## src/design/memBusPkg.sv

```systemverilog
package memBusPkg;

    // bus widths
    localparam int ADDR_W     = 32;
    localparam int DATA_W     = 32;
    localparam int BYTE_LANES = DATA_W / 8;

    // byte address as seen by the core
    typedef logic [ADDR_W-1:0]     addrT;
    // one data word
    typedef logic [DATA_W-1:0]     dataT;
    // one enable bit per byte lane
    typedef logic [BYTE_LANES-1:0] byteEnT;

    // core access code, read = 10, write = 01, idle = 00
    typedef enum logic [1:0] {
        accessIdle  = 2'b00,
        accessWrite = 2'b01,
        accessRead  = 2'b10
    } accessE;

    // request presented by the core, held while busy is high
    typedef struct packed {
        accessE access;
        addrT   addr;
        dataT   wdata;
        byteEnT byteEn;
    } coreReqT;

    // request handed from the I/O unit to the bus manager
    typedef struct packed {
        logic   we;
        addrT   addr;
        dataT   wdata;
        byteEnT sel;
    } busReqT;

    // classic Wishbone, manager to slave
    typedef struct packed {
        logic   cyc;
        logic   stb;
        logic   we;
        addrT   adr;
        dataT   dat;
        byteEnT sel;
    } wbMasterT;

    // classic Wishbone, slave to manager
    typedef struct packed {
        logic ack;
        dataT dat;
    } wbSlaveT;

    // display region, an address hits it when (addr & mask) == base
    localparam addrT DISPLAY_BASE = 32'hF000_0000;
    localparam addrT DISPLAY_MASK = 32'hFFFF_0000;

endpackage

```

## src/design/mmioUnit.sv

```systemverilog
module mmioUnit import memBusPkg::*; (
    input  logic    clk,
    input  logic    rstN_i,
    input  coreReqT coreReq_i,
    output logic    busy_o,
    output logic    done_o,
    output dataT    rdata_o,
    output logic    accessError_o,
    output logic    dispWrite_o,
    output addrT    dispAddr_o,
    output dataT    dispData_o,
    output busReqT  busReq_o,
    output logic    busStart_o,
    input  logic    busDone_i,
    input  dataT    busRdata_i
);

    typedef enum logic [1:0] {
        idle,
        waitBus,
        respond
    } stateE;

    stateE state;
    logic  isWrite;
    logic  isRead;
    logic  inDisplay;
    logic  accept;
    logic  errorQ;
    logic  dispWriteQ;

    assign isWrite   = coreReq_i.access == accessWrite;
    assign isRead    = coreReq_i.access == accessRead;
    assign inDisplay = (coreReq_i.addr & DISPLAY_MASK) == DISPLAY_BASE;

    // busy only while a bus transaction is outstanding
    assign busy_o = state == waitBus;
    assign accept = (isWrite || isRead) && !busy_o;

    // respond lasts one cycle, it is the done pulse
    assign done_o        = state == respond;
    assign accessError_o = (state == respond) && errorQ;
    assign dispWrite_o   = (state == respond) && dispWriteQ;

    always_ff @(posedge clk) begin
        if (!rstN_i) begin
            state      <= idle;
            busStart_o <= 1'b0;
            errorQ     <= 1'b0;
            dispWriteQ <= 1'b0;
        end else begin
            busStart_o <= 1'b0;
            case (state)
                idle, respond: begin
                    if (accept && inDisplay) begin
                        // display is write only, a read is an access error
                        state      <= respond;
                        errorQ     <= isRead;
                        dispWriteQ <= isWrite;
                    end else if (accept) begin
                        state      <= waitBus;
                        busStart_o <= 1'b1;
                        errorQ     <= 1'b0;
                        dispWriteQ <= 1'b0;
                    end else begin
                        state <= idle;
                    end
                end
                waitBus: begin
                    if (busDone_i) begin
                        state <= respond;
                    end
                end
                default: state <= idle;
            endcase
        end
    end

    always_ff @(posedge clk) begin
        if (accept && inDisplay) begin
            rdata_o <= '0;
            if (isWrite) begin
                dispAddr_o <= coreReq_i.addr;
                dispData_o <= coreReq_i.wdata;
            end
        end else if (accept) begin
            busReq_o.we    <= isWrite;
            busReq_o.addr  <= coreReq_i.addr;
            busReq_o.wdata <= coreReq_i.wdata;
            busReq_o.sel   <= coreReq_i.byteEn;
        end
        // write completions return zero data
        if (busDone_i) begin
            rdata_o <= busReq_o.we ? '0 : busRdata_i;
        end
    end

endmodule

```

## config.mk

```make
export PLATFORM = sky130hd
export DESIGN_NAME = mmioUnit
export DESIGN_NICKNAME = d
export VERILOG_FILES = /design/src/design/memBusPkg.sv /design/src/design/mmioUnit.sv
export SDC_FILE = /design/constraint.sdc
export NUM_CORES = 1
export LEC_CHECK = 0
export BUFFER_PORTS_ARGS = -buffer_cell sky130_fd_sc_hd__clkbuf_2
export CORE_AREA = 2 2 114 116
export DETAILED_ROUTE_END_ITERATION = 8
export DIE_AREA = 0 0 116 118
export GPL_TIMING_DRIVEN = 0
export PLACE_DENSITY_LB_ADDON = 0.12
export SYNTH_ARGS = -nofsm -noshare
export SYNTH_HDL_FRONTEND = slang
export SYNTH_SLANG_ARGS = --single-unit
```

## constraint.sdc

```tcl
create_clock -name clk -period 7.4 [get_ports clk]
set_clock_uncertainty 0.1 [all_clocks]
set_input_delay 1.85 -clock clk [delete_from_list [all_inputs] [get_ports clk]]
set_output_delay 1.85 -clock clk [all_outputs]
set_load 0.05 [all_outputs]
```

==> Yosys cells after proc, flatten, opt, wreduce, memory -nomap -nowiden <==
Index checks and enable logic that the tools add are counted.
Widths: inputs -> output; s select.
{ "totals": {"reg_bits": 170, "inputBits": 105, "out_inout_bits": 170} }
{ "op_classes": {"eq_ne": 6, "muxes": 11, "n_bitwise": 3, "n_reduce_logical": 14} }
{ "op_table": {"columns": ["cell", "count"], "rows": [
  ["$mux 32", 3],
  ["$eq 16x16->1 const B", 1],
  ["$reduce_and 2->1", 3],
  ["$mux 1", 5],
  ["$eq 2x1->1 const B", 2],
  ["$eq 2x2->1 const B", 2],
  ["$logic_and 1x1->1", 4],
  ["$mux 2", 2],
  ["$pmux 2 s2", 1],
  ["$reduce_bool 2->1", 2],
  ["$not 1->1", 3],
  ["$reduce_or 3->1", 1],
  ["$logic_not 2->1", 1],
  ["$ne 2x1->1 const B", 1],
  ["$reduce_or 2->1", 1],
  ["$logic_not 1->1", 1],
  ["$logic_or 1x1->1", 1]
]} }

==> Logic depth before layout (Yosys ltp) <==
{ "depth": {"depth_word": 6, "ltp_mapped": 5, "depth_no_buf": 5} }

==> Worst setup path before layout <==
No wires, ideal clock.
{ "synth_path": {"kind": "input-to-reg", "start": "input coreReq_i[54] in the netlist's numbering", "end": "register dispAddr_o[0] (enable)", "t_arrival_ps": 5877, "required_ps": 6778, "setup_slack_ps": 901, "path_stages": 3, "cell_sequence": "nor4_4 nand4_4 nor4b_2"} }
{ "synth_between": {"elab_chain_len": 3} }
{ "synth_rtl": {"columns": ["element", "line", "rtl"], "rows": [
  ["from (decl)", "mmioUnit.sv:4", "input coreReqT coreReq_i,"],
  ["$eq 16x16->1", "mmioUnit.sv:34", "assign inDisplay = (coreReq_i.addr & DISPLAY_MASK) == DISPLAY_BASE;"],
  ["$logic_and 1x1->1", "mmioUnit.sv:80", "if (accept && inDisplay) begin"],
  ["$reduce_and 2->1 (no source line)", null, null],
  ["to (signal assigned)", "mmioUnit.sv:83", "dispAddr_o <= coreReq_i.addr;"],
  ["to (decl)", "mmioUnit.sv:10", "output addrT dispAddr_o,"]
]} }
No other way between the ends.
A chain may end at the register's enable or synchronous reset.

==> Final worst setup path <==
{ "layout_path": {"start": "input coreReq_i[61] in the netlist's numbering", "end": "register rdata_o[8] (enable)"} }
{ "layout_between": {"elab_chain_len": 3} }
{ "layout_rtl": {"columns": ["element", "line", "rtl"], "rows": [
  ["$eq 16x16->1", "mmioUnit.sv:34", null],
  ["$logic_and 1x1->1", "mmioUnit.sv:80", null],
  ["$reduce_bool 2->1 (no source line)", null, null],
  ["to (signal assigned)", "mmioUnit.sv:94", "rdata_o <= busReq_o.we ? '0 : busRdata_i;"],
  ["to (decl)", "mmioUnit.sv:7", "output dataT rdata_o,"]
]} }
No other way between the ends.

==> results.json <==
{
  "die_y_um": 118,
  "clock.fmax_mhz": 272.2,
  "setup_slack_ps": 3726,
  "die_w_um": 116,
  "dr.first_iter.drc_count": 169,
  "end_kind": "register",
  "multiInputGateArea_um2": 479.2,
  "synth_area_mm2": 0.005544,
  "slew_headroom_pct": 34.22,
  "drc_errors": 0,
  "clockRootBuffer": "clkbuf_16",
  "cts_setup_buffers": 0,
  "fin_nets": 645,
  "hold_violations": 0,
  "yosysWarnings": 0,
  "post_cts_resize_count": 0,
  "ys_async_sr_fraction_pct": 0,
  "synthesis.instances": 239,
  "worstPathRequired_ps": 7420,
  "grt_first_pass_wirelength_um": 17510,
  "dpl-instance-area_mm2": 0.007252,
  "viasPerCell": 4.460,
  "yosysTopAreaCell": "edfxtp_1",
  "synthToLayoutAreaGrowth_pct": 41.25,
  "cp_max_fo": 19,
  "synth.avg_cell_area_um2": 23.20,
  "numCtsBuffers": 17,
  "synth_flop_cell": "edfxtp_1",
  "port_buffers": 273,
  "design_area_mm2": 0.007831,
  "ys_seq_elements": 170,
  "dpl.hpwl_um": 9027,
  "first_global_vias": 3192,
  "fillers": 974,
  "ctsHoldBuffers": 0,
  "fin_crit_sh_pct": 49.65,
  "setup_violations": 0,
  "clock_path_buffers": 2,
  "fin_crit_ps": 3674,
  "overflow": 0,
  "dp_slack_ps": 3276,
  "grt_max_degree": 69,
  "worst_slew_pin_slew_ps": 986.7,
  "crit_type": "in -> reg",
  "hold_slack_ps": 375.7,
  "synth_fp_nets": 346,
  "first_pass_iters": 4,
  "drv_cap": 0,
  "clkSinkCount": 170,
  "cellPowerDensity_mw_per_mm2": 290.7,
  "cp.arrival_ps": 3690,
  "synth_seq_area_share_pct": 91.18,
  "p_leak_nw": 3.275,
  "final_cells": 724,
  "synth_edf_count": 165,
  "synthDistinctLibCells": 21,
  "ff_latch_area_mm2": 0.005055,
  "outcome": "complete, no violations",
  "cts_max_level": 4,
  "start_util_pct": 44.66,
  "wire_per_inst_um": 16.49,
  "clock_latency_ps": 410,
  "cp-start-kind": "input pin",
  "grtUsageTotal_pct": 17.52,
  "rsz0062_at_grt": "false",
  "synthTopCellsByArea": "edfxtp_1 89%, and2_1 4.2%, dfxtp_1 1.8%",
  "core-area_mm2": 0.01241,
  "antenna_found_initial": 1,
  "min_path_type": "reg -> reg",
  "cts_tree": "yes",
  "placed_cells": 691,
  "die-area_mm2": 0.01369,
  "ir_drop_v": 0.0001790,
  "ios": 275,
  "clk_pin_slew_ps": 60,
  "gp_congestion": 0.7800,
  "fp-row-count": 41,
  "drtAntennaViolNets": 0,
  "fin_setup_tns_ps": 0,
  "drive_above_1_share_pct": 57.71,
  "drt_wl_total_um": 11940,
  "num_vias": 3229,
  "synth_top_area_share_pct": 89.37,
  "drv_slew": 0
}
cells by family (layout without fill, tap and decap cells):
family,Yosys count,in the layout,synth area share (%)
AOI/OAI and AO/OA,5,5,0.7220
adders and majority gates,2,2,0.4513
buffers and inverters,8,320,0.5415
DFF,170,170,91.18
other,0,1,0
and+or+nand+nor,54,54,7.109
synth_stat cells, drive strengths merged (2+ instances only):
cell type,n
dfxtp,5
inv,3
nor2b,2
nor2,3
nor4b,2
nor4,2
nand2,3
o22ai,2
clkbuf,4
and2,37
ha,2
edfxtp,165
nand3,3
flip-flops by register name, summed over array words and instances (netlist names):
| signal | flops |
|---|---|
| busReq_o | 69 |
| busStart_o | 1 |
| dispAddr_o | 32 |
| dispData_o | 32 |
| dispWriteQ | 1 |
| errorQ | 1 |
| rdata_o | 32 |
| state | 2 |
power by group:
group          switching, mW  internal (mW)  leakage (nW)  total (mW)
clock                  0.349          0.497         0.270       0.846
sequential            0.0126           1.12          1.61        1.13
combinational          0.237         0.0640          1.40       0.301
total                  0.598           1.68          3.27        2.28
through the flow:
step                      util, %  power (mW)
after floorplan                 -       1.357
after global placement      57.40       1.448
after detailed placement    58.42       1.454
after CTS                   63.06       2.300
after global routing        63.06       2.352
final                       63.08       2.276
cells in the final DEF, fill, tap and decap left out, drive strengths merged, types with 3 or more instances in the layout:
cell	synthesis	final
nor2	3	3
inv	3	5
and2	37	37
dfxtp	5	5
buf	1	8
edfxtp	165	165
nand2	3	3
clkbuf	4	295
clkinv	0	6
clkinvlp	0	4
nand3	3	3
worst max-delay path, stage by stage:
cell and delay (ps):
clkbuf_2 110, nor4b_4 360, nand4_4 230, o31ai_4 890
buf_8 250
path summary, 6_finish.rpt:
path / start / endpoint / slack [ps] / cells past startpoint
setup / recovery: coreReq_i[61] / rdata_o[8] / 3730 / 5
hold / removal: dispWriteQ / dispWriteQ / 380 / 2
setup reg to reg: state[0] / rdata_o[8] / 5270 / 4
hold reg to reg: dispWriteQ / dispWriteQ / 380 / 2
layout make-up:
class	instances	share of cell area, %
tap	172	2.748
timing repair buffer	280	18.80
clock inverter	14	1.885
buffer	5	0.2397
sequential	170	64.55
antenna	1	0.03195
clock buffer	18	5.480
inverter	3	0.1438
multi-input combinational	61	6.119
per-layer routing:
metal / vias up / part of all wire [%] / track usage (%)
met4: 0 / 2.0 / 7.738
met3: 20 / 9.9 / 6.952
met5: - / 0 / 0
met2: 175 / 51 / 29.28
li1: 1525 / - / -
met1: 1509 / 37 / 19.63
Power figures use the tool's default switching activity.
