===== src/design/memBusPkg.sv =====
package memBusPkg;

    // bus widths
    localparam int ADDR_W     = 32;
    localparam int DATA_W     = 32;
    localparam int BYTE_LANES = DATA_W / 8;

    // byte address as seen by the core
    typedef logic [ADDR_W-1:0]     addrT;
    // one data word
    typedef logic [DATA_W-1:0]     dataT;
    // one enable bit per byte lane
    typedef logic [BYTE_LANES-1:0] byteEnT;

    // core access code, read = 10, write = 01, idle = 00
    typedef enum logic [1:0] {
        accessIdle  = 2'b00,
        accessWrite = 2'b01,
        accessRead  = 2'b10
    } accessE;

    // request presented by the core, held while busy is high
    typedef struct packed {
        accessE access;
        addrT   addr;
        dataT   wdata;
        byteEnT byteEn;
    } coreReqT;

    // request handed from the I/O unit to the bus manager
    typedef struct packed {
        logic   we;
        addrT   addr;
        dataT   wdata;
        byteEnT sel;
    } busReqT;

    // classic Wishbone, manager to slave
    typedef struct packed {
        logic   cyc;
        logic   stb;
        logic   we;
        addrT   adr;
        dataT   dat;
        byteEnT sel;
    } wbMasterT;

    // classic Wishbone, slave to manager
    typedef struct packed {
        logic ack;
        dataT dat;
    } wbSlaveT;

    // display region, an address hits it when (addr & mask) == base
    localparam addrT DISPLAY_BASE = 32'hF000_0000;
    localparam addrT DISPLAY_MASK = 32'hFFFF_0000;

endpackage


===== src/design/wishboneManager.sv =====
module wishboneManager import memBusPkg::*; (
    input  logic     clk,
    input  logic     rstN_i,
    input  busReqT   busReq_i,
    input  logic     busStart_i,
    output logic     busDone_o,
    output dataT     busRdata_o,
    output wbMasterT wbM_o,
    input  wbSlaveT  wbS_i
);

    typedef enum logic [1:0] {
        idle,
        issue,
        active,
        finish
    } stateE;

    stateE  state;
    busReqT reqQ;
    logic   load;
    logic   inCycle;
    logic   ackSeen;

    // starts only arrive in idle since the core waits for done
    assign load    = busStart_i && (state == idle);
    assign inCycle = (state == issue) || (state == active);
    assign ackSeen = inCycle && wbS_i.ack;

    always_ff @(posedge clk) begin
        if (!rstN_i) begin
            state <= idle;
        end else begin
            case (state)
                idle: begin
                    if (busStart_i) begin
                        state <= issue;
                    end
                end
                issue: begin
                    // registered slave ack never arrives in the first stb cycle
                    state <= active;
                end
                active: begin
                    if (wbS_i.ack) begin
                        state <= finish;
                    end
                end
                finish: begin
                    state <= idle;
                end
                default: state <= idle;
            endcase
        end
    end

    // one-entry request buffer
    always_ff @(posedge clk) begin
        if (load) begin
            reqQ <= busReq_i;
        end
    end

    // read data is valid together with ack
    always_ff @(posedge clk) begin
        if (ackSeen) begin
            busRdata_o <= wbS_i.dat;
        end
    end

    assign busDone_o = state == finish;

    // cyc and stb rise and fall together
    assign wbM_o.cyc = inCycle;
    assign wbM_o.stb = inCycle;
    // payload comes straight from the buffer
    assign wbM_o.we  = reqQ.we;
    assign wbM_o.adr = reqQ.addr;
    assign wbM_o.dat = reqQ.wdata;
    assign wbM_o.sel = reqQ.sel;

endmodule


===== config.mk =====
export PLATFORM = sky130hd
export DESIGN_NAME = wishboneManager
export DESIGN_NICKNAME = d
export VERILOG_FILES = /design/src/design/memBusPkg.sv /design/src/design/wishboneManager.sv
export SDC_FILE = /design/constraint.sdc
export NUM_CORES = 1
export LEC_CHECK = 0
export ABC_AREA = 1
export BUFFER_PORTS_ARGS = -buffer_cell sky130_fd_sc_hd__buf_2
export CORE_MARGIN = 8
export CORE_UTILIZATION = 25
export CTS_BUF_LIST = sky130_fd_sc_hd__clkbuf_16
export CTS_CLUSTER_DIAMETER = 60
export DETAILED_ROUTE_END_ITERATION = 8
export SLEW_MARGIN = 20
export SYNTH_ARGS = -nofsm -noshare
export SYNTH_HDL_FRONTEND = slang
export SYNTH_SLANG_ARGS = --single-unit

===== constraint.sdc =====
create_clock -name clk -period 2.8 [get_ports clk]
set_clock_uncertainty 0.2 [all_clocks]
set_input_delay 0.56 -clock clk [delete_from_list [all_inputs] [get_ports clk]]
set_output_delay 0.56 -clock clk [all_outputs]
set_load 0.005 [all_outputs]

Yosys cells after proc, flatten, opt, wreduce, memory -nomap -nowiden
Index checks and enable logic that the tools add are counted.

storage, ports and cells
  output and inout bits = 104
  bits in registers = 103
  word-level logic and storage cells = 19
  input port bits = 105

cells by class
  reduce and logical (&&, ||, !) cells = 5
  multiplexer cells = 3
  equality and inequality tests = 5

operators by type and width
  operator                                             number
  one-hot mux 2 bit (4 select lines)                   1
  equality test 2 bit, second input constant           2
  2-to-1 mux 2 bit                                     2
  inequality test 2 bit, second input constant         2
  equality test 2 x 1 -> 1 bit, second input constant  1
  logical AND 1 bit                                    2
  logical NOT 2 bit                                    1
  AND reduction 2 bit                                  1
  logical OR 1 bit                                     1

Longest topological paths before layout
Gate-level depths: netlist of the first run.

  word-level depth = 3
  gate-level depth with buffers = 6
  mapped depth without buffers = 6

Least setup slack after synthesis of the first run
Ideal clock, no wire load.

  path type = reg2reg
  from = register state[0]
  to = register reqQ, in the netlist wbM_o[0], enable pin
  library setup time = 0.423 ns
  arrival time = 1.963 ns
  data required time = 2.177 ns
  stages on the path, launching flop included = 5
  setup slack = 0.214 ns
  clock period less this slack = 2.586 ns
  path buffers = 0
  cell sequence = dfxtp_1 -> inv_1 -> ha_1 -> nand2_1 -> inv_1

on the way
  cells in the longest elaborated chain, start to end = 2

ends and longest elaborated chain
  item                    line                   source
  from (decl)             wishboneManager.sv:19  stateE state;
  from (signal assigned)  wishboneManager.sv:32  state <= idle;
  from (signal assigned)  wishboneManager.sv:37  state <= issue;
  from (signal assigned)  wishboneManager.sv:42  state <= active;
  logical NOT 2 bit       wishboneManager.sv:26  assign load = busStart_i && (state == idle);
  logical AND 1 bit       wishboneManager.sv:26
  named net load          wishboneManager.sv:21  logic load;
  to (signal assigned)    wishboneManager.sv:60  reqQ <= busReq_i;
  to (decl)               wishboneManager.sv:20  busReqT reqQ;

The timed path passes the listed nets, and every way through them passes these cells.
A chain may end at the register's enable or synchronous reset.

==> summary.md, run 1 <==
| Metric | Value |
|---|---|
| Port Buffers | 208 |
| Worst Hold Class | primary input to flip-flop |
| Yosys cell types | 11 |
| Synth cell count leaders | 101 x edfxtp_1, 7 x inv_1, 4 x nand2_1 |
| DRC marker count from the first detailed-route iteration | 70 |
| Vias in the first global route | 2228 |
| Routability congestion estimate from global placement | 0.791 |
| Mapped Area | 3210 um2 |
| Cts hold-fix bufs | 0 |
| Worst skew pair latency | 340 ps |
| Area contributors post-synth | edfxtp_1 95%, dfxtp_1 1.2%, ha_1 1.2% |
| Via count | 2018 |
| Drt pass-1 iters | 4 |
| Max stage delay on crit path | 370 ps |
| Predominant post-synthesis flop cell | edfxtp_1 |
| Crit path max fanout | 4 |
| Clk slew on worst S/H paths | 60 ps |
| Final instance area | 4780 um2 |
| WS Path Type | flip-flop to primary output |
| Net Switching | 1.07 mW |
| # setup viols final | 0 |
| TNS Setup | 0 ps |
| Fmax | 0.498 GHz |
| Drt wl/cell | 15.7 um |
| Post-synth EDFFs | 101 |
| Vias per Instance | 3.88 |
| Number of CTS-inserted buffers | 9 |
| Worst setup SP type | flip-flop |
| Ports | 209 |
| DIE AREA | 16700 um2 |
| Worst rel slew slack | 74.1% |
| P_int | 3.28 mW |
| Power Density | 910 nW/um2 |
| Final Critical Period | 2010 ps |
| CP required | 2040 ps |
| Initial antenna violation count | 1 |
| Register area share after synthesis | 95.8% |
| Final Slew Violations | 0 |
| Crit path cell chain | inv_1, ha_1, buf_2 |
| Combinational power share | 19.0% |
| Maximum VDD drop | 447 uV |
| Largest net degree at the start of global routing | 70 |
| Die height | 129 um |
| Crit end category | primary output |
| MaxCap Viol Count | 0 |
| Clock share of power | 29.1% |
| Clk sink count | 103 |
| Most common cell in the synthesized netlist | edfxtp_1 |
| Core Rows | 41 |
| Unrepaired setup endpoints after global routing | no |
| CTS Buffer Depth | 2 |
| Yosys reg bits | 103 |
| Worst slew pin tran | 389 ps |
| Final wirelength | 8140 um |
| Placement Setup Slack | 1000 ps |
| DR DRC count | 0 |
| Yosys top cell area share | 94.5% |
| Syn Area/Cell | 25.5 um2 |
| Core Area | 12600 um2 |
| Post-cts sizing count | 0 |
| Grt total ovfl | 0 |
| Post-layout util | 38.0% |
| Sw Ratio | 24.5% |
| Post-synth net total | 234 |
| Async SR Flop Fraction | 0% |
| Post-route ant nets | 0 |
| CTS tree | yes |
| Sequential fraction of design power | 51.9% |
| Synth warnings | 0 |
| Final WS setup | 792 ps |
| Leakage power | 2.03 nW |
| Final net count | 453 |
| Ratio of final minimum period to clock period | 71.7% |
| HPWL Detailed | 6510 um |
| Outcome | completed |
| Share of cells above drive strength 1 | 64.9% |
| Root buffer cell | clkbuf_16 |
| Initial Util | 25.5% |
| Slowest CP cell | dfxtp_1 |
| Area leader, netlist | edfxtp_1 |
| Post-place instance area | 4480 um2 |
| Ant. Diodes | 0 |
| Area Overhead vs Synth | 48.9% |
| Post-Syn Instances | 126 |
| Post-CTS setup buffers | 0 |
| Gr usage total | 9.58% |
| Arr. time, crit path | 1250 ps |
| First-pass GRT wire length | 11700 um |
| Die width | 129 um |
| Endpoints failing hold | 0 |
| H-tree depth | 3 |
[kinds of logic (layout without fill, tap and decap cells)]
logic type,Yosys count,count (layout),share of synthesized area [%]
flip-flops,103,103,95.8
buffers and inverters,9,231,1.29
AND/OR/NAND/NOR,8,8,1.29
AO/OA/AOI/OAI,3,3,0.468
adder cells (fa/ha/maj),3,3,1.17
[sequential cells by signal (all words and copies together) (netlist names)]
name / flops
busRdata_o: 32
state: 2
wbM_o: 69
[path summary, 6_finish.rpt]
kind | cells past startpoint | startpoint | end | slack, ps
worst max register to register | 5 | state[1] | busRdata_o[28] | 1010
worst min-delay path | 1 | wbS_i[30] | busRdata_o[30] | 190
worst max-delay path | 3 | state[1] | wbM_o[70] | 790
worst min register to register | 2 | state[0] | state[0] | 320
[worst max-delay path: cells and delay by family (launching register included)]
family	cells	cell delay [ps]
adder cells (fa/ha/maj)	1	340
buffers and inverters	2	200
flip-flops	1	370
[power groups by stage]
stage	Sequential, mW	Clock [mW]	Combinational (mW)
final	2.26	1.26	0.826
after global routing	2.29	1.36	0.930
after CTS	2.26	1.32	0.861
after detailed placement	2.29	0	0.861
after global placement	2.28	0	0.857
after floorplan	2.36	0	0.269
[through the flow]
| stage | power, mW | std cells | hold WS (ps) |
|---|---|---|---|
| after global placement | 3.14 | 506 | 297 |
| after global routing | 4.59 | 520 | 171 |
| after floorplan | 2.63 | 126 | 282 |
| after CTS | 4.44 | 520 | 169 |
| final | 4.34 | 520 | 193 |
| after detailed placement | 3.15 | 506 | 320 |
[layer usage]
layer	track usage (%)	routed length [um]	share of wire, %
met1	9.04	2850	35
met2	14.7	3600	44
met3	7.11	1510	19
met4	5.81	164	2.0
met5	0	13	0.16
[layout by cell type, fill, tap and decap left out, types with 2 or more instances in the layout]
| cell | n |
|---|---|
| a21oi_1 | 2 |
| ha_1 | 3 |
| clkinv_1 | 2 |
| clkbuf_16 | 9 |
| dfxtp_1 | 2 |
| inv_1 | 6 |
| nand2_1 | 4 |
| edfxtp_1 | 101 |
| nand2_2 | 2 |
| buf_2 | 208 |
| bufinv_16 | 2 |
[area by class of cell]
cell class	instances	area, um2
multi-input combinational	14	93.8
fill	1158	7790
clock buffer	9	225
clock inverter	5	75.1
sequential	103	3070
timing repair buffer	210	1070
tap	172	215
inverter	7	26.3
Power figures use the tool's default switching activity.
==> run 2: changes to the inputs <==
- clock period: 2.8 -> 1.8 ns (I/O delays scaled with it)
==> run 2 against run 1 <==
Effect of this change: register-to-register slack lost 770 ps; final cell count grew 20%; global-route usage rose by 2.0 points; routed wire length is 20% higher; clock power is 60% higher; largest power group unchanged; via count up 19%; count of clock-buffer cells in the layout unchanged; sequential power increased by 56%; combinational power is 91% higher; critical endpoint unchanged.
==> summary.md, run 2 (same netlist as run 1, synthesis figures left out) <==
| Metric | Value |
|---|---|
| DR DRC count | 0 (unchanged) |
| Clock share of power | 28.2% (-0.9 points) |
| Sw Ratio | 25.1% (+0.55 points) |
| RR Startpoint | state[1] |
| DIE AREA | 16700 um2 (unchanged) |
| Crit path max fanout | 4 (unchanged) |
| Core Area | 12600 um2 (unchanged) |
| Final net count | 553 (+22%) |
| Vias in the first global route | 2730 (+23%) |
| Die width | 129 um (unchanged) |
| Clk sink count | 103 (unchanged) |
| Initial Util | 25.5% (unchanged) |
| Placement Setup Slack | 235 ps (-767 ps) |
| Area Overhead vs Synth | 81.7% |
| Ratio of final minimum period to clock period | 94.8% |
| Clk slew on worst S/H paths | 60 ps (about the same) |
| Arr. time, crit path | 1150 ps (-100 ps) |
| Worst setup SP type | flip-flop |
| # setup viols final | 0 (unchanged) |
| Fmax | 0.586 GHz |
| Ports | 209 (unchanged) |
| Outcome | completed |
| Root buffer cell | clkbuf_16 |
| H-tree depth | 3 (unchanged) |
| Share of cells above drive strength 1 | 52.4% (-12 points) |
| Gr usage total | 11.5% (+2.0 points) |
| Die height | 129 um (unchanged) |
| Crit end category | primary output |
| Final WS setup | 94.0 ps (-698 ps) |
| Setup crit start | state[1] |
| Post-CTS setup buffers | 0 (unchanged) |
| Leakage power | 2.45 nW (+21%) |
| Final Critical Period | 1710 ps |
| Worst skew pair latency | 340 ps (about the same) |
| Core Rows | 41 (unchanged) |
| Unrepaired setup endpoints after global routing | no |
| Vias per Instance | 3.87 (-0.32%) |
| Drt pass-1 iters | 4 (unchanged) |
| Routability congestion estimate from global placement | 0.801 (+1.3%) |
| Combinational power share | 22.2% (+3.2 points) |
| Largest net degree at the start of global routing | 49 (-30%) |
| Worst rel slew slack | 81.7% (+7.6 points) |
| Worst slew pin tran | 274 ps (-115 ps) |
| CTS tree | yes |
| CTS Buffer Depth | 2 (unchanged) |
| Number of CTS-inserted buffers | 9 (unchanged) |
| WS Path Type | flip-flop to primary output |
| Net Switching | 1.78 mW (+68%) |
| Grt total ovfl | 0 (unchanged) |
| MaxCap Viol Count | 0 (unchanged) |
| Layout fillers | 1049 (-9.4%) |
| Port Buffers | 208 (unchanged) |
| CP required | 1240 ps (-800 ps) |
| P_int | 5.34 mW (+63%) |
| Sequential fraction of design power | 49.6% (-2.3 points) |
| Post-route ant nets | 0 (unchanged) |
| Via count | 2410 (+19%) |
| Most frequent cells in the layout | 208 x buf_2, 101 x edfxtp_1, 99 x dlygate4sd3_1 |
| Initial antenna violation count | 1 (unchanged) |
| HPWL Detailed | 6680 um (+2.6%) |
| Post-layout util | 46.4% (+8.4 points) |
| Max FFs per register | 69 (unchanged) |
| Worst Hold Class | primary input to flip-flop |
| Final wirelength | 9760 um (+20%) |
| Endpoints failing hold | 0 (unchanged) |
| Power Density | 1220 nW/um2 (+34%) |
| DRC marker count from the first detailed-route iteration | 79 (+13%) |
| Most common cell after layout, fill and taps aside | buf_2 |
| Final Slew Violations | 0 (unchanged) |
| Maximum VDD drop | 980 uV (+120%) |
| Drt wl/cell | 15.7 um (+0.10%) |
| Worst hold start | busReq_i[44] |
| First-pass GRT wire length | 14400 um (+23%) |
## run 2: power by group through the flow
| stage | Clock, mW | Combinational (mW) | Sequential, mW |
|---|---|---|---|
| 3_5_place_dp | 0 | 1.44 | 3.57 |
| 3_3_place_gp | 0 | 1.44 | 3.56 |
| 2_1_floorplan | 0 | 0.471 | 3.67 |
| 4_1_cts | 2.08 | 1.61 | 3.53 |
| 6_report | 2.01 | 1.58 | 3.53 |
| 5_1_grt | 2.15 | 1.74 | 3.59 |
## run 2: path summary, 6_finish.rpt
path	to	slack (ps)	cells after the start
setup / recovery	wbM_o[70]	90	3
setup reg to reg	busRdata_o[15]	240	5
hold / removal	wbM_o[44]	20	1
hold reg to reg	state[0]	310	2
## run 2: critical path, stage by stage (launching register included)
cell and delay [ps]:
dfxtp_2 360, inv_2 50, ha_4 270, buf_2 110
## run 2: per-layer routing
layer / routed length (um) / GRT usage, % / vias to the layer above
li1: - / - / 1119
met1: 3280 / 10.9 / 1122
met2: 4770 / 19.9 / 158
met3: 1570 / 6.98 / 11
met4: 146 / 4.77 / 0
met5: 0 / 0 / -
## run 2: layout make-up
cell class | count | area, um2 | share of cell area (%)
tap | 172 | 215 | 3.69
multi-input combinational | 14 | 109 | 1.87
clock buffer | 9 | 225 | 3.86
timing repair buffer | 310 | 2080 | 35.7
inverter | 7 | 33.8 | 0.580
antenna | 1 | 2.50 | 0.0429
sequential | 103 | 3080 | 52.8
clock inverter | 7 | 88.8 | 1.52
## run 2: timing repair
item	in CTS	in global routing
hold buffers	99	0
hold endpoints to repair	99	0
resized for setup	0	0
## run 2: stage by stage
stage               hold WS [ps]  std cells  power (mW)  setup TNS (ps)  instance area, um2
finish                      20.0        623        7.12               0                5830
global route                4.62        623        7.49               0                5830
CTS                         1.36        622        7.22               0                5830
detailed placement           302        507        5.01               0                4520
global placement             292        507        5.00               0                4520
floorplan                    259        126        4.14          -26790                3230
==> run 3: changes to the inputs <==
- PLACE_DENSITY: default -> 0.61
==> run 3 against run 2 <==
Effect of this change: global-route usage rose by 0.18 points; final cell count increased by 0.16%; critical path depth stayed put; final area hardly changed; via count about the same; hold slack better by 34 ps; maximum frequency increased by 0.76%; clock power decreased by 6%; count of clock-buffer cells in the layout did not move; critical path type unchanged.
==> summary.md, run 3 (same netlist as run 1, synthesis figures left out) <==
| Metric | Value |
|---|---|
| Vias per Instance | 3.86 (-0.24%) |
| Gr busiest metal | met2 |
| Clk slew on worst S/H paths | 60 ps (about the same) |
| Ports | 209 (unchanged) |
| CTS Buffer Depth | 2 (unchanged) |
| Crit end category | primary output |
| Post-cts sizing count | 0 (unchanged) |
| Most common cell after layout, fill and taps aside | buf_2 |
| Ant. Diodes | 0 (-1) |
| Final wirelength | 9830 um (+0.66%) |
| Cts hold-fix bufs | 101 (+2.0%) |
| Crit path max fanout | 4 (unchanged) |
| Post-CTS setup buffers | 0 (unchanged) |
| Worst rel slew slack | 79.5% (-2.2 points) |
| Max FFs per register | 69 (unchanged) |
| Area Overhead vs Synth | 81.6% (about the same) |
| Core Rows | 41 (unchanged) |
| Layout fillers | 1074 (+2.4%) |
| Worst slew pin tran | 307 ps (+32.8 ps) |
| Port Buffers | 208 (unchanged) |
| Max stage delay on crit path | 360 ps (about the same) |
| MaxCap Viol Count | 0 (unchanged) |
| Slowest CP cell | dfxtp_2 |
| M2 GR Usage | 18.7% (-1.2 points) |
| Initial antenna violation count | 0 (-1) |
| Largest net degree at the start of global routing | 47 (-4.1%) |
| Root buffer cell | clkbuf_16 |
| Worst Hold Class | primary input to flip-flop |
| Seq. cell area | 3080 um2 (unchanged) |
| Share of cells above drive strength 1 | 52.2% (-0.23 points) |
| Routability congestion estimate from global placement | 0.781 (-2.5%) |
| Die width | 129 um (unchanged) |
| Arr. time, crit path | 1130 ps (-20 ps) |
| Core Area | 12600 um2 (unchanged) |
| WS Path Type | flip-flop to primary output |
| Most frequent cells in the layout | 208 x buf_2, 101 x edfxtp_1, 101 x dlygate4sd3_1 |
| Worst skew pair latency | 340 ps (about the same) |
| CTS tree | yes |
| Number of CTS-inserted buffers | 9 (unchanged) |
| Leakage power | 2.45 nW (about the same) |
| Area occupied by multi-input gates | 109 um2 (unchanged) |
| Outcome | completed |
| DR DRC count | 0 (unchanged) |
| Met1 Use GR | 12.5% (+1.6 points) |
| HPWL Detailed | 6890 um (+3.1%) |
| DRC marker count from the first detailed-route iteration | 64 (-19%) |
| Post-route ant nets | 0 (unchanged) |
| Vias in the first global route | 2681 (-1.8%) |
| Die height | 129 um (unchanged) |
| H-tree depth | 3 (unchanged) |
| DIE AREA | 16700 um2 (unchanged) |
| CP required | 1240 ps (about the same) |
| Gr usage total | 11.7% (+0.18 points) |
| GR Layer Usage met3 | 6.33% (-0.66 points) |
| Final Slew Violations | 0 (unchanged) |
| # setup viols final | 0 (unchanged) |
| Placement Setup Slack | 257 ps (+21.9 ps) |
| First-pass GRT wire length | 14400 um (+0.24%) |
| Unrepaired setup endpoints after global routing | no |
| Crit path cell chain | inv_2, ha_4, buf_2 |
| Initial Util | 25.5% (unchanged) |
| Drt wl/cell | 15.7 um (+0.49%) |
| Power Density | 1200 nW/um2 (-1.7%) |
| Endpoints failing hold | 0 (unchanged) |
| Drt pass-1 iters | 4 (unchanged) |
| Maximum VDD drop | 717 uV (-27%) |
| Hold_ws | 53.5 ps (+33.5 ps) |
| Ratio of final minimum period to clock period | 94.1% (-0.71 points) |
| Final net count | 555 (+0.36%) |
| Clk sink count | 103 (unchanged) |
| Grt total ovfl | 0 (unchanged) |
| Final WS setup | 107 ps (+12.8 ps) |
| Fmax | 0.591 GHz (+0.76%) |
| Worst setup SP type | flip-flop |
| Via count | 2408 (-0.083%) |
| Final Critical Period | 1690 ps (-12.8 ps) |
## run 3: stage by stage
stage               power [mW]  instances  setup TNS [ps]  cell area (um2)  utilization [%]
CTS                       7.09        624               0             5820             46.3
global placement          4.98        507               0             4520             36.0
floorplan                 4.14        126          -26790             3230                -
finish                    6.99        624               0             5820             46.3
global route              7.38        624               0             5820             46.3
detailed placement        5.01        507               0             4520             36.0
## run 3: area by class of cell
cell class / count / area share [%]
flip-flops and latches: 103 / 52.8
repair buffers: 312 / 36.0
clock buffers: 9 / 3.87
well taps: 172 / 3.69
multi-input cells: 14 / 1.87
clock inverters: 7 / 1.14
inverters: 7 / 0.580
## run 3: final timing paths
| check | from | endpoint | slack [ps] | cells past startpoint |
|---|---|---|---|---|
| worst max-delay path | state[1] | wbM_o[69] | 110 | 3 |
| worst min-delay path | rstN_i | state[1] | 50 | 3 |
| worst max register to register | state[1] | busRdata_o[24] | 250 | 5 |
| worst min register to register | state[0] | state[0] | 310 | 2 |
## run 3: power by group
part           switching [mW]  total [mW]  internal (mW)
clock network           0.819        1.89           1.07
registers               0.150        3.53           3.38
logic                   0.832        1.58          0.745
## run 3: critical path, delay by kind of cell, from the launching register on
family     cells  cell delay [ps]
flops          1              360
fa+ha+maj      1              260
buf+inv        2              160
## run 3: per-layer routing
metal,vias to the layer above,wire length (um)
met5,-,0
met4,0,185
met3,11,1400
met2,162,4580
met1,1108,3660
li1,1127,-
